**config.mk**
```make
export PLATFORM = sky130hd
export DESIGN_NAME = excLogRegs
export DESIGN_NICKNAME = d
export VERILOG_FILES = /design/src/memStagePkg.sv /design/src/excLogRegs.sv
export SDC_FILE = /design/constraint.sdc
export NUM_CORES = 1
export LEC_CHECK = 0
export ABC_AREA = 0
export ABC_CLOCK_PERIOD_IN_PS = 6450
export BUFFER_PORTS_ARGS = -buffer_cell sky130_fd_sc_hd__buf_2
export CAP_MARGIN = 20
export CELL_PAD_IN_SITES_DETAIL_PLACEMENT = 1
export CELL_PAD_IN_SITES_GLOBAL_PLACEMENT = 1
export CORE_MARGIN = 5
export CORE_UTILIZATION = 45
export CTS_CLUSTER_DIAMETER = 30
export DETAILED_ROUTE_END_ITERATION = 8
export PLACE_DENSITY_LB_ADDON = 0.1
export REMOVE_ABC_BUFFERS = 1
export SETUP_SLACK_MARGIN = 0.5
export SLEW_MARGIN = 25
export SYNTH_ARGS = -nofsm -noshare
export SYNTH_HDL_FRONTEND = slang
export SYNTH_SLANG_ARGS = --single-unit
```
**constraint.sdc**
```tcl
create_clock -name clk -period 6.45 [get_ports clk]
set_input_delay 0 -clock clk [delete_from_list [all_inputs] [get_ports clk]]
set_output_delay 0 -clock clk [all_outputs]
set_load 0.01 [all_outputs]
```
**src/memStagePkg.sv**
```systemverilog
package memStagePkg;

	////////////////////////////////////////////////////////////////////////////
	// Opcodes and exception codes
	////////////////////////////////////////////////////////////////////////////

	localparam logic [5:0] opLB  = 6'h20;
	localparam logic [5:0] opLH  = 6'h21;
	localparam logic [5:0] opLW  = 6'h23;
	localparam logic [5:0] opLBU = 6'h24;
	localparam logic [5:0] opLHU = 6'h25;
	localparam logic [5:0] opSB  = 6'h28;
	localparam logic [5:0] opSH  = 6'h29;
	localparam logic [5:0] opSW  = 6'h2B;

	localparam logic [4:0] excAdEL = 5'd4;
	localparam logic [4:0] excAdES = 5'd5;

	////////////////////////////////////////////////////////////////////////////
	// Address map
	////////////////////////////////////////////////////////////////////////////

	localparam logic [31:0] dmMin   = 32'h0000_0000;
	localparam logic [31:0] dmMax   = 32'h0000_2FFF;
	// Top word of each device window is the read-only count
	localparam logic [31:0] dev0Min = 32'h0000_7F00;
	localparam logic [31:0] dev0Max = 32'h0000_7F08;
	localparam logic [31:0] dev1Min = 32'h0000_7F10;
	localparam logic [31:0] dev1Max = 32'h0000_7F18;

	// 3K words of data memory
	localparam int dmWords = 3072;
	localparam int dmAddrW = 12;

	// Access targets
	localparam logic [1:0] tgtMem  = 2'd0;
	localparam logic [1:0] tgtDev0 = 2'd1;
	localparam logic [1:0] tgtDev1 = 2'd2;

	// Timer word offsets
	localparam logic [1:0] tmrCtrl   = 2'd0;
	localparam logic [1:0] tmrPreset = 2'd1;
	localparam logic [1:0] tmrCount  = 2'd2;

	// Register block word offsets
	localparam int regAddrW = 4;
	localparam logic [1:0] regCtrl     = 2'd0;
	localparam logic [1:0] regCause    = 2'd1;
	localparam logic [1:0] regBadAddr  = 2'd2;
	localparam logic [1:0] regExcCount = 2'd3;
	localparam logic [1:0] axiOkay     = 2'b00;

	////////////////////////////////////////////////////////////////////////////
	// Shared types
	////////////////////////////////////////////////////////////////////////////

	typedef union packed {
		logic [3:0][7:0]  bytes;
		logic [1:0][15:0] halves;
	} dataWord;

	typedef struct packed {
		logic        valid;
		logic        preExc;
		logic [4:0]  preExcCode;
		logic [31:0] instr;
		logic [31:0] addr;
		logic [31:0] storeData;
	} memReq;

	typedef struct packed {
		logic        valid;
		logic        exc;
		logic [4:0]  excCode;
		logic [31:0] loadData;
	} memResp;

	typedef struct packed {
		logic isLoad;
		logic isStore;
		logic half;
		logic word;
	} accessKind;

endpackage
```
**src/excLogRegs.sv**
```systemverilog
`timescale 1ns/1ns

module excLogRegs import memStagePkg::*; (
	input  logic                clk,
	input  logic                arstN,
	input  logic [regAddrW-1:0] awaddr,
	input  logic                awvalid,
	output logic                awready,
	input  logic [31:0]         wdata,
	input  logic [3:0]          wstrb,
	input  logic                wvalid,
	output logic                wready,
	output logic [1:0]          bresp,
	output logic                bvalid,
	input  logic                bready,
	input  logic [regAddrW-1:0] araddr,
	input  logic                arvalid,
	output logic                arready,
	output logic [31:0]         rdata,
	output logic [1:0]          rresp,
	output logic                rvalid,
	input  logic                rready,
	input  logic                excEvent,
	input  logic [4:0]          excCode,
	input  logic [31:0]         excAddr,
	output logic                devEnable
);

	logic        wrAccept;
	logic        wrFire;
	logic        rdFire;
	logic        countClr;
	logic [4:0]  cause;
	logic [31:0] badAddr;
	logic [31:0] excCount;

	assign wrFire = wrAccept && awvalid && wvalid;
	assign rdFire = arready && arvalid;
	assign countClr = wrFire && awaddr[3:2] == regExcCount;

	assign awready = wrAccept;
	assign wready = wrAccept;
	assign bresp = axiOkay;
	assign rresp = axiOkay;

	////////////////////////////////////////////////////////////////////////////
	// Handshake
	////////////////////////////////////////////////////////////////////////////

	always_ff @(posedge clk or negedge arstN)
		if (!arstN)
		begin
			wrAccept <= 1'b0;
			bvalid <= 1'b0;
			arready <= 1'b0;
			rvalid <= 1'b0;
		end
		else
		begin
			// One-cycle ready once address and data are both present
			wrAccept <= awvalid && wvalid && !wrAccept && !bvalid;
			if (wrFire)
				bvalid <= 1'b1;
			else if (bready)
				bvalid <= 1'b0;
			arready <= arvalid && !arready && !rvalid;
			if (rdFire)
				rvalid <= 1'b1;
			else if (rready)
				rvalid <= 1'b0;
		end

	always_ff @(posedge clk)
		if (rdFire)
			case (araddr[3:2])
				regCtrl:    rdata <= {31'd0, devEnable};
				regCause:   rdata <= {27'd0, cause};
				regBadAddr: rdata <= badAddr;
				default:    rdata <= excCount;
			endcase

	////////////////////////////////////////////////////////////////////////////
	// Registers
	////////////////////////////////////////////////////////////////////////////

	always_ff @(posedge clk or negedge arstN)
		if (!arstN)
		begin
			devEnable <= 1'b1;
			cause <= '0;
			badAddr <= '0;
			excCount <= '0;
		end
		else
		begin
			if (wrFire && awaddr[3:2] == regCtrl && wstrb[0])
				devEnable <= wdata[0];
			if (excEvent)
			begin
				cause <= excCode;
				badAddr <= excAddr;
			end
			// A clear still counts an exception in the same cycle
			if (countClr)
				excCount <= {31'd0, excEvent};
			else if (excEvent && excCount != '1)
				excCount <= excCount + 1'b1;
		end

endmodule

```
==> run summary <==
Root buffer cell - sky130_fd_sc_hd__clkbuf_8
Row cnt - 38
Via/cell ratio - 5.47
Post-synth design cell area - 4960 um2
Critical R2R Launch - excCount[9]
Post-Route Skew - 0.0128 ns
Post-synthesis cell type count - 41
Share of layout cells above drive strength 1 - 28.9%
Most common cell after layout, fill and taps aside - sky130_fd_sc_hd__buf_2
Number of antenna violations at the first check in global routing - 0
Wire length of the first global-routing pass - 20000 um
Arr. time, crit path - 2.73 ns
Latest clock arrival within the worst-skew pair - 0.38 ns
Layout Nets - 615
MaxCap Viol Count - 0
R2R depth - 6
Aggregate global routing overflow - 0
Power density of the placed cells - 232 nW/um2
Total of endpoints with negative setup slack in the final report - 0
Register area share after synthesis - 56.7%
Total routing usage reported by global routing - 19.2%
Time the final worst path needs with I/O delays and setup - 2.49 ns
DIE WIDTH - 115 um
Peak Freq - 0.402 GHz
Worst Max-Slew Pin Slew - 1.04 ns
Die Area - 13200 um2
Crit path kind - flip-flop to flip-flop
Hold depth - 3
Post-route setup TNS - 0 ns
Leakage power - 2.64 nW
RSZ-0062 raised after global routing - false
Run status - completed
I/O Buffers - 88
Antenna Diode Count - 0
Number of placed I/O pins - 131
Setup crit start kind - flip-flop
First-pass DRT Iterations - 4
Leading cell types in the layout, fill and taps excluded - 87 x sky130_fd_sc_hd__buf_2, 73 x sky130_fd_sc_hd__dfrtp_1, 45 x sky130_fd_sc_hd__dlygate4sd3_1
Sort of element at the end of the critical path - flip-flop
Count of routing violations after the opening detailed-route iteration - 125
DIE HEIGHT - 115 um
Final Power - 1.42 mW
Clock Sinks - 106
Synthesized flop and latch total - 106
Required time of the critical path - 6.69 ns
Average routed wire per standard cell - 17.8 um
Placer congestion estimate - 0.768
Number of nets still failing antenna checks after routing - 0
Relative max-transition margin - 30.9%
Clock buffer count from CTS - 9
Hold Fails Final Rpt - 0
Clock-pin slew on the worst setup and hold paths - 0.10 ns
Synthesized area per cell - 12.4 um2
H-tree levels - 3
Maximum number of pins on one net before global-route repair - 75
Max-slew violations - 0
Yosys warning total - 0
Worst Hold End - bvalid
Detailed-placement wirelength estimate - 7540 um
Core region area - 10800 um2
DR vias - 3663
Number of buffers between clock root and the deepest sink - 2
R2R setup slack - 3.96 ns
Cell count after synthesis - 402
Worst supply voltage drop on vdd - 0.000145 V
Wirelength, routed - 11900 um
Min-Delay Path Class - input port to flip-flop
Max FO, Critical Path - 22
End of the worst register-to-register path - excCount[23]
Clock tree from TritonCTS - built
Crit share post-route - 38.5%
Startpoint of the lowest-slack hold path - wvalid
Post-detailed-route DRC marker count - 0
Synth-to-layout area growth - 23.7%
Vias in the first global route - 3972
Starting density of the core - 45.8%
-- worst max-delay path, cell delays in order (launching register included) --
cell and delay, ns:
sky130_fd_sc_hd__dfrtp_1 0.47, sky130_fd_sc_hd__nand4_1 0.26, sky130_fd_sc_hd__or4_4 0.62, sky130_fd_sc_hd__o31ai_4 0.55, sky130_fd_sc_hd__buf_8 0.25, sky130_fd_sc_hd__or4_1 0.14
sky130_fd_sc_hd__a21oi_1 0.06
-- layer usage --
metal / global-route usage [%] / wire (um) / vias to the layer above
met5: 0 / 0 / -
met4: 6.49 / 165 / 0
met3: 3.68 / 543 / 12
met2: 32.4 / 6010 / 78
met1: 24.8 / 5230 / 1845
li1: - / - / 1728
-- worst max-delay path by stage --
stage,start,to,slack (ns),cells after the start
2_1_floorplan,excCount[15],excCount[1],4.14,5
3_3_place_gp,excCount[14],excCount[1],3.75,5
3_5_place_dp,excCount[9],excCount[23],3.99,6
4_1_cts,excCount[9],excCount[23],3.96,6
5_1_grt,excCount[9],excCount[11],3.77,6
6_report,excCount[9],excCount[23],3.96,6
-- what timing repair did --
action	CTS	global route
hold endpoints to repair	115	0
buffers inserted	0	0
resized for setup	0	0
hold buffers	45	0
-- cells by family after synthesis --
family	Yosys count	synth area share, %
AO/OA/AOI/OAI	58	7.89
AND/OR/NAND/NOR	126	15.1
XOR/XNOR	3	0.529
flip-flops	106	56.7
other	1	0.0755
adder cells (fa/ha/maj)	1	0.252
multiplexers	73	16.0
buffers and inverters	34	3.48
-- sequential cells by signal, indices dropped and copies added (netlist names), 5 cells and up --
register and flops:
rdata 32, badAddr 32, excCount 32, cause 5
-- layout make-up --
cell class                 instances  area (um2)
clock buffer                      14         173
multi-input combinational        265        1990
timing repair buffer             137         935
inverter                           6        22.5
clock inverter                     2        33.8
sequential                       106        2810
fill                            1169        4700
tap                              140         175
-- through the flow --
step / worst slack (ns) / utilization (%) / instances / hold slack (ns) / cell area, um2
3_3_place_gp: 3.75 / 50.4 / 608 / 0.231 / 5470
4_1_cts: 3.96 / 56.6 / 670 / 0.0347 / 6140
6_report: 3.96 / 56.7 / 670 / 0.0614 / 6140
3_5_place_dp: 3.99 / 50.6 / 609 / 0.218 / 5480
2_1_floorplan: 4.14 / - / 377 / -0.296 / 4830
5_1_grt: 3.77 / 56.7 / 670 / 0.0690 / 6140
-- where the power goes --
| group | internal, mW | switching [mW] | total (mW) |
|---|---|---|---|
| Combinational | 0.102 | 0.101 | 0.203 |
| Clock | 0.211 | 0.222 | 0.433 |
| Sequential | 0.748 | 0.0394 | 0.787 |
| Total | 1.06 | 0.362 | 1.42 |
-- synthesized netlist by cell type --
master,number,area share [%]
sky130_fd_sc_hd__a21o_1,3,0.45
sky130_fd_sc_hd__a21oi_1,21,2.1
sky130_fd_sc_hd__a22o_1,4,0.71
sky130_fd_sc_hd__a31oi_1,1,0.13
sky130_fd_sc_hd__and2_1,2,0.25
sky130_fd_sc_hd__and3_1,10,1.3
sky130_fd_sc_hd__and4_1,3,0.53
sky130_fd_sc_hd__buf_1,6,0.45
sky130_fd_sc_hd__buf_2,3,0.30
sky130_fd_sc_hd__buf_4,7,1.1
sky130_fd_sc_hd__buf_6,2,0.45
sky130_fd_sc_hd__clkbuf_1,10,0.76
sky130_fd_sc_hd__conb_1,1,0.076
sky130_fd_sc_hd__dfrtp_1,73,37
sky130_fd_sc_hd__dfstp_2,1,0.53
sky130_fd_sc_hd__edfxtp_1,32,19
sky130_fd_sc_hd__ha_1,1,0.25
sky130_fd_sc_hd__inv_1,6,0.45
sky130_fd_sc_hd__mux2_2,42,9.5
sky130_fd_sc_hd__mux2i_1,30,6.0
sky130_fd_sc_hd__mux4_2,1,0.45
sky130_fd_sc_hd__nand2_1,14,1.1
sky130_fd_sc_hd__nand2b_1,2,0.25
sky130_fd_sc_hd__nand3_1,17,1.7
sky130_fd_sc_hd__nand4_1,8,1.0
sky130_fd_sc_hd__nand4_2,1,0.25
sky130_fd_sc_hd__nor2_1,8,0.60
sky130_fd_sc_hd__nor2b_1,28,3.5
sky130_fd_sc_hd__nor3_1,2,0.20
sky130_fd_sc_hd__nor3b_1,1,0.15
sky130_fd_sc_hd__nor4_1,3,0.38
sky130_fd_sc_hd__o211a_1,1,0.20
sky130_fd_sc_hd__o211ai_1,5,0.76
sky130_fd_sc_hd__o21ai_1,10,1.0
sky130_fd_sc_hd__o31ai_1,11,1.7
sky130_fd_sc_hd__o31ai_4,2,0.86
sky130_fd_sc_hd__or3_1,11,1.4
sky130_fd_sc_hd__or4_1,15,2.3
sky130_fd_sc_hd__or4_4,1,0.23
sky130_fd_sc_hd__xnor2_1,1,0.18
sky130_fd_sc_hd__xor2_1,2,0.35
Note: power is estimated with default switching activity, not from simulation.
