## src/memStagePkg.sv

```systemverilog
package memStagePkg;

	////////////////////////////////////////////////////////////////////////////
	// Opcodes and exception codes
	////////////////////////////////////////////////////////////////////////////

	localparam logic [5:0] opLB  = 6'h20;
	localparam logic [5:0] opLH  = 6'h21;
	localparam logic [5:0] opLW  = 6'h23;
	localparam logic [5:0] opLBU = 6'h24;
	localparam logic [5:0] opLHU = 6'h25;
	localparam logic [5:0] opSB  = 6'h28;
	localparam logic [5:0] opSH  = 6'h29;
	localparam logic [5:0] opSW  = 6'h2B;

	localparam logic [4:0] excAdEL = 5'd4;
	localparam logic [4:0] excAdES = 5'd5;

	////////////////////////////////////////////////////////////////////////////
	// Address map
	////////////////////////////////////////////////////////////////////////////

	localparam logic [31:0] dmMin   = 32'h0000_0000;
	localparam logic [31:0] dmMax   = 32'h0000_2FFF;
	// Top word of each device window is the read-only count
	localparam logic [31:0] dev0Min = 32'h0000_7F00;
	localparam logic [31:0] dev0Max = 32'h0000_7F08;
	localparam logic [31:0] dev1Min = 32'h0000_7F10;
	localparam logic [31:0] dev1Max = 32'h0000_7F18;

	// 3K words of data memory
	localparam int dmWords = 3072;
	localparam int dmAddrW = 12;

	// Access targets
	localparam logic [1:0] tgtMem  = 2'd0;
	localparam logic [1:0] tgtDev0 = 2'd1;
	localparam logic [1:0] tgtDev1 = 2'd2;

	// Timer word offsets
	localparam logic [1:0] tmrCtrl   = 2'd0;
	localparam logic [1:0] tmrPreset = 2'd1;
	localparam logic [1:0] tmrCount  = 2'd2;

	// Register block word offsets
	localparam int regAddrW = 4;
	localparam logic [1:0] regCtrl     = 2'd0;
	localparam logic [1:0] regCause    = 2'd1;
	localparam logic [1:0] regBadAddr  = 2'd2;
	localparam logic [1:0] regExcCount = 2'd3;
	localparam logic [1:0] axiOkay     = 2'b00;

	////////////////////////////////////////////////////////////////////////////
	// Shared types
	////////////////////////////////////////////////////////////////////////////

	typedef union packed {
		logic [3:0][7:0]  bytes;
		logic [1:0][15:0] halves;
	} dataWord;

	typedef struct packed {
		logic        valid;
		logic        preExc;
		logic [4:0]  preExcCode;
		logic [31:0] instr;
		logic [31:0] addr;
		logic [31:0] storeData;
	} memReq;

	typedef struct packed {
		logic        valid;
		logic        exc;
		logic [4:0]  excCode;
		logic [31:0] loadData;
	} memResp;

	typedef struct packed {
		logic isLoad;
		logic isStore;
		logic half;
		logic word;
	} accessKind;

endpackage
```

## src/memExcChecker.sv

```systemverilog
`timescale 1ns/1ns

module memExcChecker import memStagePkg::*; (
	input  memReq      req,
	input  logic       devEnable,
	output accessKind  kind,
	output logic       exc,
	output logic [4:0] excCode
);

	logic misaligned;
	logic inDm;
	logic inDevRead;
	logic inDevWrite;
	logic outOfRange;
	logic nonWordDev;
	logic addrErr;

	// Opcode decode into direction and size
	always_comb
	begin
		kind = '0;
		case (req.instr[31:26])
			opLB, opLBU:
				kind.isLoad = 1'b1;
			opLH, opLHU:
			begin
				kind.isLoad = 1'b1;
				kind.half = 1'b1;
			end
			opLW:
			begin
				kind.isLoad = 1'b1;
				kind.word = 1'b1;
			end
			opSB:
				kind.isStore = 1'b1;
			opSH:
			begin
				kind.isStore = 1'b1;
				kind.half = 1'b1;
			end
			opSW:
			begin
				kind.isStore = 1'b1;
				kind.word = 1'b1;
			end
			default:
				kind = '0;
		endcase
	end

	assign misaligned = (kind.half && req.addr[0]) || (kind.word && req.addr[1:0] != 2'd0);

	assign inDm = req.addr >= dmMin && req.addr <= dmMax;

	// Devices only decode while enabled from the register block
	assign inDevRead = devEnable &&
		((req.addr >= dev0Min && req.addr <= dev0Max) ||
		 (req.addr >= dev1Min && req.addr <= dev1Max));
	assign inDevWrite = devEnable &&
		((req.addr >= dev0Min && req.addr < dev0Max) ||
		 (req.addr >= dev1Min && req.addr < dev1Max));

	assign outOfRange = (kind.isLoad && !(inDm || inDevRead)) ||
		(kind.isStore && !(inDm || inDevWrite));
	assign nonWordDev = !kind.word &&
		((kind.isLoad && inDevRead) || (kind.isStore && inDevWrite));

	assign addrErr = misaligned || outOfRange || nonWordDev;

	// Earlier exception wins over any address error
	assign exc = req.preExc || addrErr;
	assign excCode = req.preExc ? req.preExcCode :
		!addrErr ? 5'd0 :
		kind.isStore ? excAdES : excAdEL;

endmodule

```

## config.mk

```make
export PLATFORM = sky130hd
export DESIGN_NAME = memExcChecker
export DESIGN_NICKNAME = d
export VERILOG_FILES = /design/src/memStagePkg.sv /design/src/memExcChecker.sv
export SDC_FILE = /design/constraint.sdc
export NUM_CORES = 1
export LEC_CHECK = 0
export BUFFER_PORTS_ARGS = -buffer_cell sky130_fd_sc_hd__buf_4
export CAP_MARGIN = 40
export CORE_ASPECT_RATIO = 1.4
export CORE_MARGIN = 10
export CORE_UTILIZATION = 17
export DETAILED_ROUTE_END_ITERATION = 6
export GPL_ROUTABILITY_DRIVEN = 0
export MAX_ROUTING_LAYER = met4
export PLACE_DENSITY = 0.88
export SLEW_MARGIN = 20
export SYNTH_ARGS = -nofsm -noshare
export SYNTH_HDL_FRONTEND = slang
export SYNTH_SLANG_ARGS = --single-unit
```

## constraint.sdc

```tcl
create_clock -name vclk -period 2
set_clock_uncertainty 0.15 [all_clocks]
set_input_delay 0.2 -clock vclk [all_inputs]
set_output_delay 0.2 -clock vclk [all_outputs]
set_load 0.005 [all_outputs]
```

==> flow_metrics.tcl, run 1 <==
set metrics [dict create \
    grt_max_degree 8 \
    drv_cap 0 \
    fp.dieH_um 73.23 \
    antenna_found_initial 0 \
    slowest_delay_ns 0.54 \
    syn_avg_cell_area_sq_um 6.882 \
    worst_slew_pin_slew_ns 0.3970 \
    multiInputGateArea_sq_um 385.4 \
    crit_path_end_kind "output port" \
    leakage_nw 0.4201 \
    pre_cts_ws_ns -0.4309 \
    grt_pass1_vias 760 \
    ant_nets 0 \
    first_pass_iters 4 \
    wire_per_inst_um 15.38 \
    drv_slew 0 \
    finalSetupViolations 3 \
    diodes 0 \
    path_max_fanout 3 \
    track_usage 0.09239 \
    dp_hpwl_mm 1.899 \
    crit_family "compound AO/OA/AOI/OAI gates" \
    drive_gt1_frac 0.6460 \
    startpoint_type "input port" \
    max-slew-margin-rel 0.7330 \
    path_cells "buf_6 > or4b_4 > a2111oi_4 > o22ai_2 > a2111oi_4 > a21oi_1 > buf_4" \
    dieArea_sq_mm 0.004249 \
    rsz0062_at_grt "yes" \
    syn2layout_area_growth_pct 160.4 \
    rows 19 \
    yosys_warnings 0 \
    ctsHoldBuffers 0 \
    seq_cell_count 0 \
    netlist_instances 50 \
    final_common_cell "buf_4" \
    wirelength_mm 2.061 \
    timing.final.crit_share 1.080 \
    ios 114 \
    grt_overflow_total 0 \
    fmax_mhz 463.0 \
    peakVddDrop_mv 0.07892 \
    hp-class "input port to output port" \
    synth_fp_nets 154 \
    ys_seq_area_frac 0 \
    critical_path_required_ns 1.65 \
    final_nets 219 \
    place_area_sq_um 832.0 \
    timing.hold.ws_ns 0.5357 \
    layout_setup_ws_ns -0.1598 \
    start_util 0.1765 \
    layout_common_cells "buf_4, a21oi_1, and2_1" \
    crit_top_cell "a2111oi_4" \
    drt_iter0_drc 2 \
    io_buffers 55 \
    synth.distinct_cells 29 \
    fin_setup_tns_ns -0.4640 \
    vias 671 \
    worstSetupPathType "input port to output port" \
    outcome "complete, but fails checks" \
    fin_util 0.4596 \
    vias_per_cell 5.007 \
    drc_errors 0 \
    min_period_ns 2.160 \
    coreArea_sq_mm 0.001949 \
    fillCellCount 199 \
    crit_buf_inv 2 \
    violations "negative setup slack" \
    dieWidth_um 58.02 \
    critPathSlowestCell "or4b_4" \
    grt_pass1_wl_mm 3.256 \
    netlist_area_sq_um 344.1 \
    clkbuf_count 0 \
    hold_violations 0 \
    cp.arrival_ns 1.81 \
    p_per_area_mw_per_mm2 165.1 \
    final_cell_area_sq_um 895.9 \
    seq_area_sq_um 0 \
]
[synthesized netlist by cell type, drive strengths merged]
cell	n	area share
nand3	2	0.029
o31ai	1	0.022
o21bai	1	0.022
a2111o	1	0.033
a2111oi	2	0.087
and3b	2	0.055
o31a	2	0.055
nor2b	2	0.036
a21o	1	0.025
inv	1	0.011
a31oi	1	0.018
nor2	3	0.033
nor4bb	1	0.029
nand2	2	0.022
o22ai	1	0.018
a21oi	6	0.087
and2	5	0.091
o21ai	1	0.015
or3b	1	0.025
o21a	1	0.022
nand2b	2	0.036
or4b	2	0.058
nor4	5	0.091
nand4	2	0.036
a211o	1	0.025
or3	1	0.018
[kinds of logic after synthesis]
family,count (synthesis),share of synthesized area
buffers and inverters,1,0.01090
AOI/OAI and AO/OA,19,0.4291
and+or+nand+nor,30,0.5600
[what timing repair did]
item	in CTS	in global routing
endpoints found under the setup margin	3	3
setup buffers	1	1
gates resized for setup	4	3
pin swaps	6	0
[through the flow]
step	instances	total power, mW
6_report	134	0.1479
5_1_grt	134	0.1617
4_1_cts	133	0.1446
3_5_place_dp	132	0.1393
3_3_place_gp	132	0.1347
2_1_floorplan	50	0.03516
[power breakdown]
part | switching (mW) | internal, mW | total (mW)
sequential | 0 | 0 | 0
combinational | 0.0495 | 0.0984 | 0.148
clock | 0 | 0 | 0
total | 0.0495 | 0.0984 | 0.148
[area by class of cell]
class,count,share of cell area
timing repair buffer,63,0.5363
tap,21,0.02933
inverter,1,0.004190
multi-input combinational,49,0.4302
[path summary, 6_finish.rpt]
kind	to	start	slack, ns	depth (start not counted)
worst max-delay path	excCode[2]	req[34]	-0.16	7
worst min-delay path	excCode[3]	req[99]	0.54	3
[metal layers]
metal / GRT usage / vias up / share of wire
li1: - / 333 / -
met1: 0.09681 / 300 / 0.41
met2: 0.1782 / 36 / 0.52
met3: 0.01568 / 2 / 0.063
met4: 0.007853 / 0 / 0.0092
met5: - / - / 0
(Power assumes the default switching activity.)
==> run 2: changes to the inputs <==
--- a/config.mk
+++ b/config.mk
@@ -14,6 +14,7 @@
 export GPL_ROUTABILITY_DRIVEN = 0
 export MAX_ROUTING_LAYER = met4
 export PLACE_DENSITY = 0.88
+export SETUP_SLACK_MARGIN = 0.5
 export SLEW_MARGIN = 20
 export SYNTH_ARGS = -nofsm -noshare
 export SYNTH_HDL_FRONTEND = slang
==> run 2 against run 1 <==
The run still ends with negative setup slack left. Largest cell class unchanged. Fmax shrank 0.69%. Non-clock buffer count up 2. Via count is 1.5% higher. Clock-buffer cell count unchanged. Sequential cell count stayed put. Hold slack gained 0.0020 ns. Highest routed layer unchanged. Critical endpoint unchanged. Die area is the same. Sequential share of layout area unchanged. Critical path depth unchanged.
==> flow_metrics.tcl, run 2 (same netlist as run 1, synthesis figures left out) <==
set metrics [dict create \
    start_util 0.1765 \
    grt_pass1_vias 760 \
    fp.dieH_um 73.23 \
    finalSetupViolations 3 \
    clkbuf_count 0 \
    min_period_ns 2.175 \
    peakVddDrop_mv 0.07783 \
    leakage_nw 0.4378 \
    antenna_found_initial 0 \
    vias_per_cell 5.007 \
    hold_depth 3 \
    total_power_mw 0.1545 \
    drive_gt1_frac 0.6783 \
    fin_util 0.4782 \
    vias 681 \
    wire_per_inst_um 15.84 \
    diodes 0 \
    violations "negative setup slack" \
    timing.final.crit_share 1.087 \
    dieWidth_um 58.02 \
    grt_pass1_wl_mm 3.256 \
    dpl.cell_count 132 \
    cp.arrival_ns 1.82 \
    syn2layout_area_growth_pct 170.9 \
    grt_overflow_total 0 \
    p_per_area_mw_per_mm2 165.7 \
    max-slew-margin-rel 0.7222 \
    first_pass_iters 2 \
    io_buffers 55 \
    layout_setup_ws_ns -0.1747 \
    rsz0062_at_grt "yes" \
    drv_cap 0 \
    drc_errors 0 \
    coreArea_sq_mm 0.001949 \
    hold_violations 0 \
    critical_path_required_ns 1.65 \
    ant_nets 0 \
    track_usage 0.09239 \
    final_common_cell "buf_4" \
    crit_path_end_kind "output port" \
    fin_cells 136 \
    grt_max_degree 8 \
    seq_area_sq_um 0 \
    outcome "complete, but fails checks" \
    rows 19 \
    drt_iter0_drc 1 \
    place_area_sq_um 832.0 \
    worstSetupPathType "input port to output port" \
    path_max_fanout 3 \
    layout_common_cells "buf_4, and2_1, a21oi_1" \
    fmax_mhz 459.8 \
    final_nets 221 \
    seq_cell_count 0 \
    hp-class "input port to output port" \
    final_cell_area_sq_um 932.1 \
    wirelength_mm 2.154 \
    startpoint_type "input port" \
    ios 114 \
    dieArea_sq_mm 0.004249 \
    dp_hpwl_mm 1.899 \
    worst_slew_pin_slew_ns 0.4131 \
    drv_slew 0 \
]
## run 2: what timing repair did
action                                  CTS  global route
hold buffers                              0             0
endpoints found under the setup margin    3             5
pin swaps                                 6             2
gates resized for setup                   4             7
setup buffers                             1             3
## run 2: metrics by stage
| step | setup slack [ns] | hold slack, ns | setup TNS (ns) |
|---|---|---|---|
| floorplan | -0.03501 | 0.3134 | -0.07999 |
| global placement | -0.3640 | 0.5375 | -1.063 |
| detailed placement | -0.4309 | 0.5386 | -1.261 |
| CTS | -0.2553 | 0.5386 | -0.7444 |
| global route | -0.2756 | 0.5533 | -0.7877 |
| finish | -0.1747 | 0.5377 | -0.5056 |
## run 2: path summary, 6_finish.rpt
check	from	end	slack, ns
worst max-delay path	req[34]	excCode[2]	-0.17
worst min-delay path	req[99]	excCode[3]	0.54
## run 2: metal layers
metal  global-route usage  share of wire  up-vias
li1                     -              -      339
met5                    -              0        -
met2               0.1782           0.53       36
met3              0.01568          0.057        2
met1              0.09681           0.41      304
met4             0.007853         0.0088        0
## run 2: power breakdown
part	switching (mW)	total, mW	internal, mW
sequential	0	0	0
combinational	0.0528	0.155	0.102
clock	0	0	0
## run 2: final cells by class
class	count	area (sq um)
Fill cell	197	1017
Timing Repair Buffer	65	495.5
Tap cell	21	26.28
Multi-Input combinational cell	49	406.6
Inverter	1	3.754
## run 2: worst max-delay path, stage by stage
cell,delay (ns)
buf_6,0.09
or4b_4,0.54
a2111oi_4,0.32
o22ai_2,0.15
a2111oi_4,0.26
a21oi_1,0.11
buf_4,0.15
==> run 3: changes to the inputs <==
--- a/config.mk
+++ b/config.mk
@@ -7,14 +7,17 @@
 export LEC_CHECK = 0
 export BUFFER_PORTS_ARGS = -buffer_cell sky130_fd_sc_hd__buf_4
 export CAP_MARGIN = 40
+export CELL_PAD_IN_SITES_DETAIL_PLACEMENT = 0
+export CELL_PAD_IN_SITES_GLOBAL_PLACEMENT = 1
 export CORE_ASPECT_RATIO = 1.4
 export CORE_MARGIN = 10
-export CORE_UTILIZATION = 17
+export CORE_UTILIZATION = 10
 export DETAILED_ROUTE_END_ITERATION = 6
 export GPL_ROUTABILITY_DRIVEN = 0
 export MAX_ROUTING_LAYER = met4
-export PLACE_DENSITY = 0.88
+export PLACE_DENSITY = 0.95
 export SETUP_SLACK_MARGIN = 0.5
+export SKIP_LAST_GASP = 1
 export SLEW_MARGIN = 20
 export SYNTH_ARGS = -nofsm -noshare
 export SYNTH_HDL_FRONTEND = slang
==> run 3 against run 2 <==
The flow still finishes with violations (negative setup slack). Via count shrank 2.8%. Combinational power barely moved. Clock-buffer cell count unchanged. Largest cell class unchanged.
==> flow_metrics.tcl, run 3 (same netlist as run 1, synthesis figures left out) <==
set metrics [dict create \
    timing.final.crit_share 1.072 \
    hold_violations 0 \
    drv_slew 0 \
    grt_pass1_vias 739 \
    drv_cap 0 \
    wl_met2_um 961 \
    layout_setup_ws_ns -0.1441 \
    drive_gt1_frac 0.6842 \
    ios 114 \
    dp_hpwl_mm 1.887 \
    min_period_ns 2.144 \
    fin_cells 154 \
    peakVddDrop_mv 0.07647 \
    path_max_fanout 3 \
    total_power_mw 0.1526 \
    rsz0062_at_grt "yes" \
    critical_path_required_ns 1.65 \
    outcome "complete, but fails checks" \
    fp.dieH_um 89.41 \
    drc_errors 0 \
    ant_nets 0 \
    violations "negative setup slack" \
    grt_overflow_total 0 \
    start_util 0.1028 \
    leakage_nw 0.4345 \
    seq_area_sq_um 0 \
    vias 662 \
    crit_path_start "req[34]" \
    seq_cell_count 0 \
    final_common_cell "buf_4" \
    track_usage 0.06016 \
    rows 25 \
    diodes 0 \
    first_pass_iters 3 \
    wire_per_inst_um 13.55 \
    crit_family "compound AO/OA/AOI/OAI gates" \
    wirelength_mm 2.086 \
    slowest_delay_ns 0.54 \
    vias_per_cell 4.299 \
    hold_depth 3 \
    crit_buf_inv 2 \
    p_per_area_mw_per_mm2 160.1 \
    finalSetupViolations 3 \
    cp.arrival_ns 1.79 \
    clkbuf_count 0 \
    crit_end "excCode[0]" \
    startpoint_type "input port" \
    timing.hold.ws_ns 0.5459 \
    grt_pass1_wl_mm 3.174 \
    antenna_found_initial 0 \
    drt_iter0_drc 10 \
    critPathSlowestCell "or4b_4" \
    wl_met1_mm 1.020 \
    io_buffers 55 \
    grt_max_degree 8 \
    routed.top_layer "met3" \
    layout_common_cells "buf_4, and2_1, a21oi_1" \
    syn2layout_area_growth_pct 177.1 \
    dieWidth_um 69.58 \
    crit_top_cell "a2111oi_4" \
    crit_path_end_kind "output port" \
    cp.depth 7 \
    worst_slew_pin_slew_ns 0.3297 \
    coreArea_sq_mm 0.003347 \
    max-slew-margin-rel 0.7783 \
    worstSetupPathType "input port to output port" \
    final_nets 220 \
    dr_wl_met3_um 104 \
    fmax_mhz 466.4 \
    hp-class "input port to output port" \
    dpl.cell_count 151 \
    path_cells "buf_6 > or4b_4 > a2111oi_4 > o22ai_2 > a2111oi_4 > a21oi_1 > buf_4" \
    ctsHoldBuffers 0 \
    dieArea_sq_mm 0.006220 \
]
==> run 3: changes by cell type in the layout (fill, tap and decap cells not counted) <==
cell / before / now
o31ai_2: 0 / 1
buf_4: 63 / 62
o31ai_1: 1 / 0
==> run 3: layout make-up <==
cell class	count	area [sq um]
fill	361	2394
timing repair buffer	64	488.0
multi-input combinational	49	411.6
tap	40	50.05
inverter	1	3.754
==> run 3: per-stage QoR <==
step	setup slack, ns	cell area, sq um	setup TNS (ns)	util
2_1_floorplan	-0.03501	347.8	-0.07999	-
3_3_place_gp	-0.3708	855.8	-1.081	0.2557
3_5_place_dp	-0.3908	855.8	-1.142	0.2557
4_1_cts	-0.2223	879.6	-0.6350	0.2628
5_1_grt	-0.2499	953.4	-0.6561	0.2849
6_report	-0.1441	953.4	-0.3955	0.2849
==> run 3: timing repair <==
action,in CTS,in global routing
gates cloned,0,0
pin swaps,5,3
endpoints found under the setup margin,3,5
resized for setup,4,8
setup buffers,0,3
==> run 3: worst min path at each step <==
stage,start,to
global placement,req[100],excCode[4]
floorplan,req[91],kind[3]
global route,req[99],excCode[3]
detailed placement,req[100],excCode[4]
finish,req[99],excCode[3]
CTS,req[100],excCode[4]
==> run 3: power breakdown <==
group	internal, mW	leakage (nW)	switching, mW
Clock	0	0	0
Sequential	0	0	0
Combinational	0.101	0.435	0.0519
Total	0.101	0.435	0.0519
==> run 3: routing by layer <==
layer | global-route usage | up-vias
met5 | - | -
met4 | 0 | 0
met3 | 0.008889 | 0
met2 | 0.1033 | 40
met1 | 0.07683 | 287
li1 | - | 335
