### src/memStagePkg.sv
package memStagePkg;

	////////////////////////////////////////////////////////////////////////////
	// Opcodes and exception codes
	////////////////////////////////////////////////////////////////////////////

	localparam logic [5:0] opLB  = 6'h20;
	localparam logic [5:0] opLH  = 6'h21;
	localparam logic [5:0] opLW  = 6'h23;
	localparam logic [5:0] opLBU = 6'h24;
	localparam logic [5:0] opLHU = 6'h25;
	localparam logic [5:0] opSB  = 6'h28;
	localparam logic [5:0] opSH  = 6'h29;
	localparam logic [5:0] opSW  = 6'h2B;

	localparam logic [4:0] excAdEL = 5'd4;
	localparam logic [4:0] excAdES = 5'd5;

	////////////////////////////////////////////////////////////////////////////
	// Address map
	////////////////////////////////////////////////////////////////////////////

	localparam logic [31:0] dmMin   = 32'h0000_0000;
	localparam logic [31:0] dmMax   = 32'h0000_2FFF;
	// Top word of each device window is the read-only count
	localparam logic [31:0] dev0Min = 32'h0000_7F00;
	localparam logic [31:0] dev0Max = 32'h0000_7F08;
	localparam logic [31:0] dev1Min = 32'h0000_7F10;
	localparam logic [31:0] dev1Max = 32'h0000_7F18;

	// 3K words of data memory
	localparam int dmWords = 3072;
	localparam int dmAddrW = 12;

	// Access targets
	localparam logic [1:0] tgtMem  = 2'd0;
	localparam logic [1:0] tgtDev0 = 2'd1;
	localparam logic [1:0] tgtDev1 = 2'd2;

	// Timer word offsets
	localparam logic [1:0] tmrCtrl   = 2'd0;
	localparam logic [1:0] tmrPreset = 2'd1;
	localparam logic [1:0] tmrCount  = 2'd2;

	// Register block word offsets
	localparam int regAddrW = 4;
	localparam logic [1:0] regCtrl     = 2'd0;
	localparam logic [1:0] regCause    = 2'd1;
	localparam logic [1:0] regBadAddr  = 2'd2;
	localparam logic [1:0] regExcCount = 2'd3;
	localparam logic [1:0] axiOkay     = 2'b00;

	////////////////////////////////////////////////////////////////////////////
	// Shared types
	////////////////////////////////////////////////////////////////////////////

	typedef union packed {
		logic [3:0][7:0]  bytes;
		logic [1:0][15:0] halves;
	} dataWord;

	typedef struct packed {
		logic        valid;
		logic        preExc;
		logic [4:0]  preExcCode;
		logic [31:0] instr;
		logic [31:0] addr;
		logic [31:0] storeData;
	} memReq;

	typedef struct packed {
		logic        valid;
		logic        exc;
		logic [4:0]  excCode;
		logic [31:0] loadData;
	} memResp;

	typedef struct packed {
		logic isLoad;
		logic isStore;
		logic half;
		logic word;
	} accessKind;

endpackage
### src/memAccessUnit.sv
`timescale 1ns/1ns

module memAccessUnit import memStagePkg::*; (
	input  logic               clk,
	input  logic               arstN,
	input  memReq              req,
	input  accessKind          kind,
	input  logic               exc,
	input  logic [4:0]         excCode,
	output logic [dmAddrW-1:0] memAddr,
	output logic [3:0]         memByteEn,
	output logic [31:0]        memWdata,
	input  logic [31:0]        memRdata,
	output logic [1:0]         devSel,
	output logic [1:0]         devOffset,
	output logic               devWe,
	output logic [31:0]        devWdata,
	input  logic [31:0]        dev0Rdata,
	input  logic [31:0]        dev1Rdata,
	output memResp             resp
);

	logic       active;
	logic       inDev0;
	logic       inDev1;
	logic [1:0] lane;
	logic [1:0] target;
	logic [3:0] laneMask;
	logic       zeroExt;
	dataWord    storeWord;
	dataWord    loadWord;
	logic [15:0] loadHalf;
	logic [7:0]  loadByte;
	logic [31:0] loadData;

	// Captured for the data phase
	logic       validQ;
	logic       excQ;
	logic [4:0] excCodeQ;
	accessKind  kindQ;
	logic [1:0] laneQ;
	logic [1:0] targetQ;
	logic       zeroExtQ;

	////////////////////////////////////////////////////////////////////////////
	// Request phase
	////////////////////////////////////////////////////////////////////////////

	assign active = req.valid && !exc && (kind.isLoad || kind.isStore);
	assign lane = req.addr[1:0];
	assign inDev0 = req.addr >= dev0Min && req.addr <= dev0Max;
	assign inDev1 = req.addr >= dev1Min && req.addr <= dev1Max;
	assign target = inDev0 ? tgtDev0 : inDev1 ? tgtDev1 : tgtMem;
	assign zeroExt = req.instr[31:26] == opLBU || req.instr[31:26] == opLHU;

	assign laneMask = kind.word ? 4'b1111 :
		kind.half ? (lane[1] ? 4'b1100 : 4'b0011) :
		4'b0001 << lane;

	// Move store data into the addressed lane
	always_comb
	begin
		storeWord = '0;
		if (kind.word)
			storeWord = req.storeData;
		else if (kind.half)
			storeWord.halves[lane[1]] = req.storeData[15:0];
		else
			storeWord.bytes[lane] = req.storeData[7:0];
	end

	assign memAddr = req.addr[dmAddrW+1:2];
	assign memWdata = storeWord;
	assign memByteEn = (active && kind.isStore && target == tgtMem) ? laneMask : 4'b0000;

	assign devSel = {active && inDev1, active && inDev0};
	assign devOffset = req.addr[3:2];
	assign devWe = active && kind.isStore;
	// Devices take word accesses only
	assign devWdata = req.storeData;

	always_ff @(posedge clk or negedge arstN)
		if (!arstN)
			validQ <= 1'b0;
		else
			validQ <= req.valid;

	always_ff @(posedge clk)
	begin
		excQ <= exc;
		excCodeQ <= excCode;
		kindQ <= kind;
		laneQ <= lane;
		targetQ <= target;
		zeroExtQ <= zeroExt;
	end

	////////////////////////////////////////////////////////////////////////////
	// Data phase
	////////////////////////////////////////////////////////////////////////////

	assign loadWord = (targetQ == tgtDev0) ? dev0Rdata :
		(targetQ == tgtDev1) ? dev1Rdata : memRdata;
	assign loadHalf = loadWord.halves[laneQ[1]];
	assign loadByte = loadWord.bytes[laneQ];

	always_comb
	begin
		if (excQ || !kindQ.isLoad)
			loadData = '0;
		else if (kindQ.word)
			loadData = loadWord;
		else if (kindQ.half)
			loadData = {{16{!zeroExtQ && loadHalf[15]}}, loadHalf};
		else
			loadData = {{24{!zeroExtQ && loadByte[7]}}, loadByte};
	end

	assign resp = '{valid: validQ, exc: excQ, excCode: excCodeQ, loadData: loadData};

endmodule

### config.mk
export PLATFORM = sky130hd
export DESIGN_NAME = memAccessUnit
export DESIGN_NICKNAME = d
export VERILOG_FILES = /design/src/memStagePkg.sv /design/src/memAccessUnit.sv
export SDC_FILE = /design/constraint.sdc
export NUM_CORES = 1
export LEC_CHECK = 0
export ABC_AREA = 1
export ABC_CLOCK_PERIOD_IN_PS = 1700
export BUFFER_PORTS_ARGS = -buffer_cell sky130_fd_sc_hd__buf_2
export CORE_AREA = 2 2 131 133
export DETAILED_ROUTE_END_ITERATION = 12
export DIE_AREA = 0 0 133 135
export SLEW_MARGIN = 0
export SYNTH_ARGS = -nofsm -noshare
export SYNTH_HDL_FRONTEND = slang
export SYNTH_SLANG_ARGS = --single-unit
### constraint.sdc
create_clock -name clk -period 1.7 [get_ports clk]
set_input_delay 0.17 -clock clk [delete_from_list [all_inputs] [get_ports clk]]
set_output_delay 0.17 -clock clk [all_outputs]
set_load 0.02 [all_outputs]
==> results of run 1 <==
worst paths after layout:
check / start / end / cells after the start
worst max-delay path: targetQ[1] / resp[9] / 11
worst min-delay path: excCode[2] / excCodeQ[2] / 1
max in group asynchronous: arstN / validQ / 2
min in group asynchronous: arstN / validQ / 2
per-stage QoR:
step	setup slack, ps	instances	utilization (%)
final	-365	1052	34.1
after global routing	-474	1052	34.1
after CTS	-346	1050	32.4
after detailed placement	-203	1038	28.9
after global placement	-225	1038	28.9
after floorplan	29.7	552	-
registers in the layout, indices dropped and copies added (netlist names):
register,cells
excCodeQ,5
excQ,1
kindQ,3
laneQ,2
targetQ,2
validQ,1
zeroExtQ,1
cell families after synthesis:
| group | count (synthesis) | share of synthesized area (%) |
|---|---|---|
| AND/OR/NAND/NOR | 321 | 50.1 |
| AO/OA/AOI/OAI | 89 | 16.8 |
| buffers and inverters | 127 | 23.1 |
| flip-flops | 15 | 9.98 |
power groups by stage:
stage | combinational, W | sequential, W | clock, W
floorplan | 0.000671 | 0.000388 | 0
global placement | 0.00113 | 0.000383 | 0
detailed placement | 0.00113 | 0.000383 | 0
CTS | 0.00121 | 0.000373 | 0.000451
global route | 0.00135 | 0.000374 | 0.000475
finish | 0.00125 | 0.000373 | 0.000445
synthesized netlist by cell type, types with 3 or more instances:
master and instances:
sky130_fd_sc_hd__nand3_2 4, sky130_fd_sc_hd__nor2_1 57, sky130_fd_sc_hd__nand2_1 135, sky130_fd_sc_hd__a21oi_1 48, sky130_fd_sc_hd__inv_2 4, sky130_fd_sc_hd__nand2_4 5, sky130_fd_sc_hd__nand2_2 4, sky130_fd_sc_hd__or2_2 24
sky130_fd_sc_hd__dfxtp_1 14, sky130_fd_sc_hd__o21ai_0 19, sky130_fd_sc_hd__inv_1 48, sky130_fd_sc_hd__o31ai_1 7, sky130_fd_sc_hd__o311ai_0 8, sky130_fd_sc_hd__o22ai_1 5, sky130_fd_sc_hd__buf_4 53, sky130_fd_sc_hd__nor2_4 10
sky130_fd_sc_hd__clkbuf_1 12, sky130_fd_sc_hd__nand3_1 66, sky130_fd_sc_hd__buf_2 6, sky130_fd_sc_hd__nand4_1 11, sky130_fd_sc_hd__nor3_1 3
timing repair:
item,CTS,global route
setup buffers,4,2
endpoints found under the hold margin,1,0
gates cloned,3,0
resized for setup,113,71
setup endpoints to repair,38,38
pin swaps,12,27
hold buffers,1,0
per-layer routing:
layer  up-vias  share of wire (%)  track usage [%]
met2       196                 55             32.2
met3         2                6.1             1.91
met1      2059                 38             17.2
li1       2320                  -                -
met4         0               0.31            0.896
met5         -                  0                0
final cells by class:
type / count / share of cell area [%]
multi-input combinational: 411 / 45.2
clock buffer: 4 / 1.41
inverter: 53 / 3.76
tap: 220 / 4.92
sequential: 15 / 5.59
timing repair buffer: 349 / 39.1
==> impl_results.rst, run 1 <==
.. list-table::
   :header-rows: 1

   * - Metric
     - Value
   * - Unique masters post-synth
     - 30
   * - Async SR Flop Fraction
     - 6.67%
   * - Detail Route Antenna Nets
     - 0
   * - Detailed-routing iteration count for the pre-antenna-repair pass
     - 6
   * - Critical-path maximum fanout
     - 7
   * - Total negative slack
     - -9280 ps
   * - Cell types occupying the most area after synthesis
     - sky130_fd_sc_hd__nand2_1 17%, sky130_fd_sc_hd__buf_4 13%, sky130_fd_sc_hd__nand3_1 11%
   * - Maximum ir drop on the vdd rail
     - 0.281 mV
   * - Final setup slack of the worst path
     - -365 ps
   * - Final worst path period share
     - 121%
   * - Yosys top cell by area
     - sky130_fd_sc_hd__nand2_1
   * - Total net switching power
     - 0.000864 W
   * - Core area
     - 0.0164 mm²
   * - Worst Path Class, Setup
     - reg2out
   * - Result of the run
     - complete, but fails checks
   * - Transition time at the pin with the least slew margin
     - 423 ps
   * - Cell-internal power
     - 0.00120 W
   * - Routed length per instance
     - 14.5 µm
   * - First-pass GRT wire length
     - 22400 µm
   * - Count of buffers from port buffering
     - 301
   * - Fin. max-slew vios
     - 0
   * - Primary flip-flop cell chosen by synthesis mapping
     - sky130_fd_sc_hd__dfxtp_1
   * - Cell Area, Synth
     - 0.00306 mm²
   * - Multi-input logic area
     - 0.00253 mm²
   * - Vias in the first global route
     - 4384
   * - Area share of the largest cell type after synthesis
     - 16.6%
   * - CP Capture Type
     - output port
   * - Arrival time at the worst endpoint
     - 1900 ps
   * - Vias
     - 4577
   * - CTS tree
     - built
   * - Reg clk slew, reported paths
     - 50 ps
   * - Via density per instance
     - 4.35
   * - Cell type of the slowest stage on the worst timing path
     - sky130_fd_sc_hd__dfxtp_4
   * - Fmax
     - 484 MHz
   * - Final routed wirelength across all metal layers
     - 15200 µm
   * - Average cell area after synthesis
     - 5.54 µm²
   * - Cell family with the largest share of critical-path delay
     - buffers and inverters
   * - Element type at the critical path start
     - flop
   * - Layout Area Growth over Synthesis
     - 82.7%
   * - Number of remaining DRC errors
     - 0
   * - Max clock buf depth
     - 2
   * - Sequential cell area
     - 313 µm²
   * - Data required, critical path
     - 1530 ps
   * - Fraction of power consumed by sequential logic
     - 18.1%
   * - CTS H-tree lvls
     - 1
   * - Static leakage power
     - 3.04 nW
   * - Number of violations of the max-capacitance limit
     - 0
   * - CP cell instances
     - inv_6, nor2_4, buf_12, buf_12, buf_16, nand2_1, nand3_2, a21oi_1, or2_2, a21oi_2, buf_4
   * - Aggregate global-route resource usage
     - 15.4%
   * - Sw frac
     - 41.8%
   * - Most common library cell in the layout ignoring fill and taps
     - sky130_fd_sc_hd__buf_2
   * - Dominant cell type by count on the critical path
     - sky130_fd_sc_hd__buf_12
   * - Power density normalized to cell area
     - 369 mW/mm²
   * - Pin count of the biggest net entering global routing
     - 43
   * - Unrepaired setup endpoints after global routing
     - yes
   * - Hold WS
     - 29.7 ps
   * - Relative contribution of combinational cells to total power
     - 60.4%
   * - Worst slew slack as a fraction of its limit
     - 71.7%
   * - Ratio of cells with drive above 1 in the final layout
     - 60.3%
   * - Nets
     - 1044
   * - Vertical die dimension
     - 135 µm
   * - Clk sinks
     - 15
   * - Congestion Overflow GR
     - 0
   * - Width of the die
     - 133 µm
   * - Number of failing hold endpoints at the final stage
     - 0
   * - Initial core utilization
     - 18.7%
   * - Post-detail-place hpwl
     - 12500 µm
   * - Count of state elements after synthesis
     - 15
   * - Final min period
     - 2070 ps
   * - Fillers
     - 1766
   * - Failing checks
     - negative setup slack
   * - CTS Buf Count
     - 3
   * - Top library cells by usage in the layout, fill and taps aside
     - 265 x sky130_fd_sc_hd__buf_2, 114 x sky130_fd_sc_hd__nand2_1, 47 x sky130_fd_sc_hd__inv_1, 47 x sky130_fd_sc_hd__nor2_1, 44 x sky130_fd_sc_hd__buf_4
   * - Number of rows created at floorplan
     - 47
   * - Placer congestion estimate
     - 0.845
   * - Clock share of power
     - 21.6%
   * - Root buffer selected by CTS
     - sky130_fd_sc_hd__clkbuf_16
   * - Share of synthesized area occupied by flip-flops and latches
     - 9.98%
   * - Max incr delay on CP
     - 380 ps
   * - Number of buffers and inverters on the critical path
     - 5
   * - Post-Synthesis Net Count
     - 763
   * - Non-Filler Cell Area, Final
     - 0.00559 mm²
   * - Hold/Removal Path Class
     - in2reg
   * - Number of top-level pins
     - 335
   * - Total power
     - 0.00206 W
   * - Count of inserted antenna diode cells
     - 0
   * - Number of synthesized flops with an enable pin
     - 0
   * - First DRT Iteration DRCs
     - 129
   * - Area enclosed by the die boundary
     - 0.0180 mm²
   * - Number of antenna violations at the first check in global routing
     - 0
   * - Area of placed instances
     - 0.00474 mm²
   * - Count of synthesis-stage warnings from yosys
     - 0
   * - Setup violators final
     - 32
   * - Synth Instances
     - 552
(Power assumes the default switching activity.)
==> inputs of run 2 (changes only) <==
CORE_AREA = 2 2 132 134   (was 2 2 131 133)
DIE_AREA = 0 0 134 136   (was 0 0 133 135)
==> impl_results.rst, run 2 (synthesis gave the netlist of run 1 again) <==
.. list-table::
   :header-rows: 1

   * - Metric
     - Value
   * - Result of the run
     - complete, but fails checks
   * - Failing checks
     - negative setup slack
   * - Number of remaining DRC errors
     - 0 (unchanged)
   * - Maximum ir drop on the vdd rail
     - 0.441 mV (+57%)
   * - Max incr delay on CP
     - 380 ps (about the same)
   * - Placer congestion estimate
     - 0.876 (+3.6%)
   * - CP Capture Type
     - output port
   * - Largest Register
     - excCodeQ
   * - Congestion Overflow GR
     - 0 (unchanged)
   * - Largest register FFs
     - 5 (unchanged)
   * - Core area
     - 0.0169 mm² (+2.9%)
   * - Final Util
     - 32.5% (-1.6 points)
   * - Worst Path Class, Setup
     - reg2out
   * - Critical-path maximum fanout
     - 5 (-2)
   * - Most common library cell in the layout ignoring fill and taps
     - sky130_fd_sc_hd__buf_2
   * - Vias in the first global route
     - 4441 (+1.3%)
   * - Worst slew slack as a fraction of its limit
     - 69.8% (-1.9 points)
   * - Top Registers
     - excCodeQ x5, kindQ x3
   * - Transition time at the pin with the least slew margin
     - 448 ps (+25.1 ps)
   * - Post-detail-place hpwl
     - 12800 µm (+2.4%)
   * - Number of rows created at floorplan
     - 48 (+2.1%)
   * - Routed length per instance
     - 14.6 µm (+0.50%)
   * - Layout Area Growth over Synthesis
     - 79.1%
   * - Number of antenna violations at the first check in global routing
     - 0 (unchanged)
   * - First-pass GRT wire length
     - 22500 µm (+0.71%)
   * - Unrepaired setup endpoints after global routing
     - yes
   * - Fin. max-slew vios
     - 0 (unchanged)
   * - Nets
     - 1045 (+0.096%)
   * - CTS H-tree lvls
     - 1 (unchanged)
   * - Cell type of the slowest stage on the worst timing path
     - sky130_fd_sc_hd__dfxtp_4
   * - Beginning of the worst hold path
     - excCode[3]
   * - Static leakage power
     - 2.99 nW (-1.6%)
   * - Arrival time at the worst endpoint
     - 1980 ps (+80 ps)
   * - Number of failing hold endpoints at the final stage
     - 0 (unchanged)
   * - Max clock buf depth
     - 2 (unchanged)
   * - Number of top-level pins
     - 335 (unchanged)
   * - Area enclosed by the die boundary
     - 0.0182 mm² (+1.5%)
   * - Hold path depth
     - 1 (unchanged)
   * - CTS tree
     - built
   * - Vias
     - 4594 (+0.37%)
   * - Vertical die dimension
     - 136 µm (+0.74%)
   * - Final routed wirelength across all metal layers
     - 15400 µm (+1.1%)
   * - Count of inserted antenna diode cells
     - 0 (unchanged)
   * - Root buffer selected by CTS
     - sky130_fd_sc_hd__clkbuf_16
   * - Initial core utilization
     - 18.1% (-0.52 points)
   * - Setup violators final
     - 32 (unchanged)
   * - Final setup slack of the worst path
     - -455 ps (-89.2 ps)
   * - Detailed-routing iteration count for the pre-antenna-repair pass
     - 4 (-2)
   * - Hold endpoint
     - excCodeQ[3]
   * - Power density normalized to cell area
     - 382 mW/mm² (+3.6%)
   * - Ratio of cells with drive above 1 in the final layout
     - 57.6% (-2.7 points)
   * - Via density per instance
     - 4.34 (-0.20%)
   * - CP cell instances
     - buf_4, nand2_8, nand3_2, nand3_2, nand2_2, nand2_4, nand2_4, o21bai_4, nand2_4, buf_12, buf_12, nor2_2, buf_6
   * - Detail Route Antenna Nets
     - 0 (unchanged)
   * - Fillers
     - 1886 (+6.8%)
   * - First DRT Iteration DRCs
     - 118 (-8.5%)
   * - Hold WS
     - 21.8 ps (-7.85 ps)
   * - Top library cells by usage in the layout, fill and taps aside
     - 265 x sky130_fd_sc_hd__buf_2, 127 x sky130_fd_sc_hd__nand2_1, 48 x sky130_fd_sc_hd__buf_4
   * - Element type at the critical path start
     - flop
   * - Non-Filler Cell Area, Final
     - 0.00548 mm² (-2.0%)
   * - Dominant cell type by count on the critical path
     - sky130_fd_sc_hd__nand2_4
   * - Fmax
     - 464 MHz (-4.1%)
   * - Number of violations of the max-capacitance limit
     - 0 (unchanged)
   * - Pin count of the biggest net entering global routing
     - 43 (unchanged)
   * - CTS Buf Count
     - 3 (unchanged)
   * - Data required, critical path
     - 1530 ps (about the same)
   * - Clk sinks
     - 15 (unchanged)
   * - Final worst path period share
     - 127% (+5.2 points)
   * - Aggregate global-route resource usage
     - 15.5% (+0.024 points)
   * - Reg clk slew, reported paths
     - 50 ps (about the same)
   * - Final min period
     - 2150 ps (+89.2 ps)
   * - Hold/Removal Path Class
     - in2reg
   * - Count of buffers from port buffering
     - 301 (unchanged)
   * - Width of the die
     - 134 µm (+0.75%)
   * - Area of placed instances
     - 0.00478 mm² (+0.87%)
-- run 2: through the flow --
stage / power, W / cells / setup WS (ps) / setup TNS [ps]
after floorplan: 0.00106 / 552 / 29.7 / 0
after global placement: 0.00152 / 1046 / -284 / -5080
after detailed placement: 0.00152 / 1046 / -269 / -4620
after CTS: 0.00208 / 1057 / -420 / -11040
after global routing: 0.00222 / 1058 / -548 / -14030
final: 0.00210 / 1058 / -455 / -11240
-- run 2: area by class of cell --
class | count | area, µm² | share of cell area, %
inverter | 53 | 210 | 3.84
timing repair buffer | 350 | 2170 | 39.6
sequential | 15 | 313 | 5.71
clock buffer | 3 | 75.1 | 1.37
clock inverter | 1 | 5.00 | 0.0913
multi-input combinational | 411 | 2420 | 44.2
tap | 225 | 282 | 5.14
-- run 2: worst max-delay path by stage --
| stage | startpoint | endpoint | slack [ps] | cells after the start |
|---|---|---|---|---|
| floorplan | targetQ[1] | resp[14] | 30 | 10 |
| global placement | targetQ[1] | resp[14] | -280 | 10 |
| detailed placement | targetQ[1] | resp[14] | -270 | 10 |
| CTS | targetQ[1] | resp[19] | -420 | 14 |
| global route | targetQ[0] | resp[16] | -550 | 14 |
| finish | targetQ[0] | resp[16] | -450 | 13 |
-- run 2: power breakdown --
group / internal, W / switching (W)
clock network: 0.000314 / 0.000149
registers: 0.000365 / 0.00000966
logic: 0.000532 / 0.000726
-- run 2: worst max-delay path: cells and delay by family (launching register included) --
family	cells	cell delay (ps)
AND/OR/NAND/NOR	8	650
buffers and inverters	4	560
flip-flops	1	380
AO/OA/AOI/OAI	1	140
-- run 2: routing by layer --
metal | up-vias | global-route usage [%] | wire (µm)
met5 | - | 0 | 0
met4 | 0 | 2.30 | 201
met3 | 8 | 1.60 | 964
met2 | 195 | 32.0 | 8300
met1 | 2073 | 17.0 | 5950
li1 | 2318 | - | -
-- run 2: repair_timing --
action / CTS / global route
gates resized for setup: 97 / 52
hold buffers: 1 / 0
endpoints found under the setup margin: 36 / 41
pin swaps: 7 / 12
cloned: 2 / 0
setup buffers: 4 / 2
endpoints found under the hold margin: 1 / 0
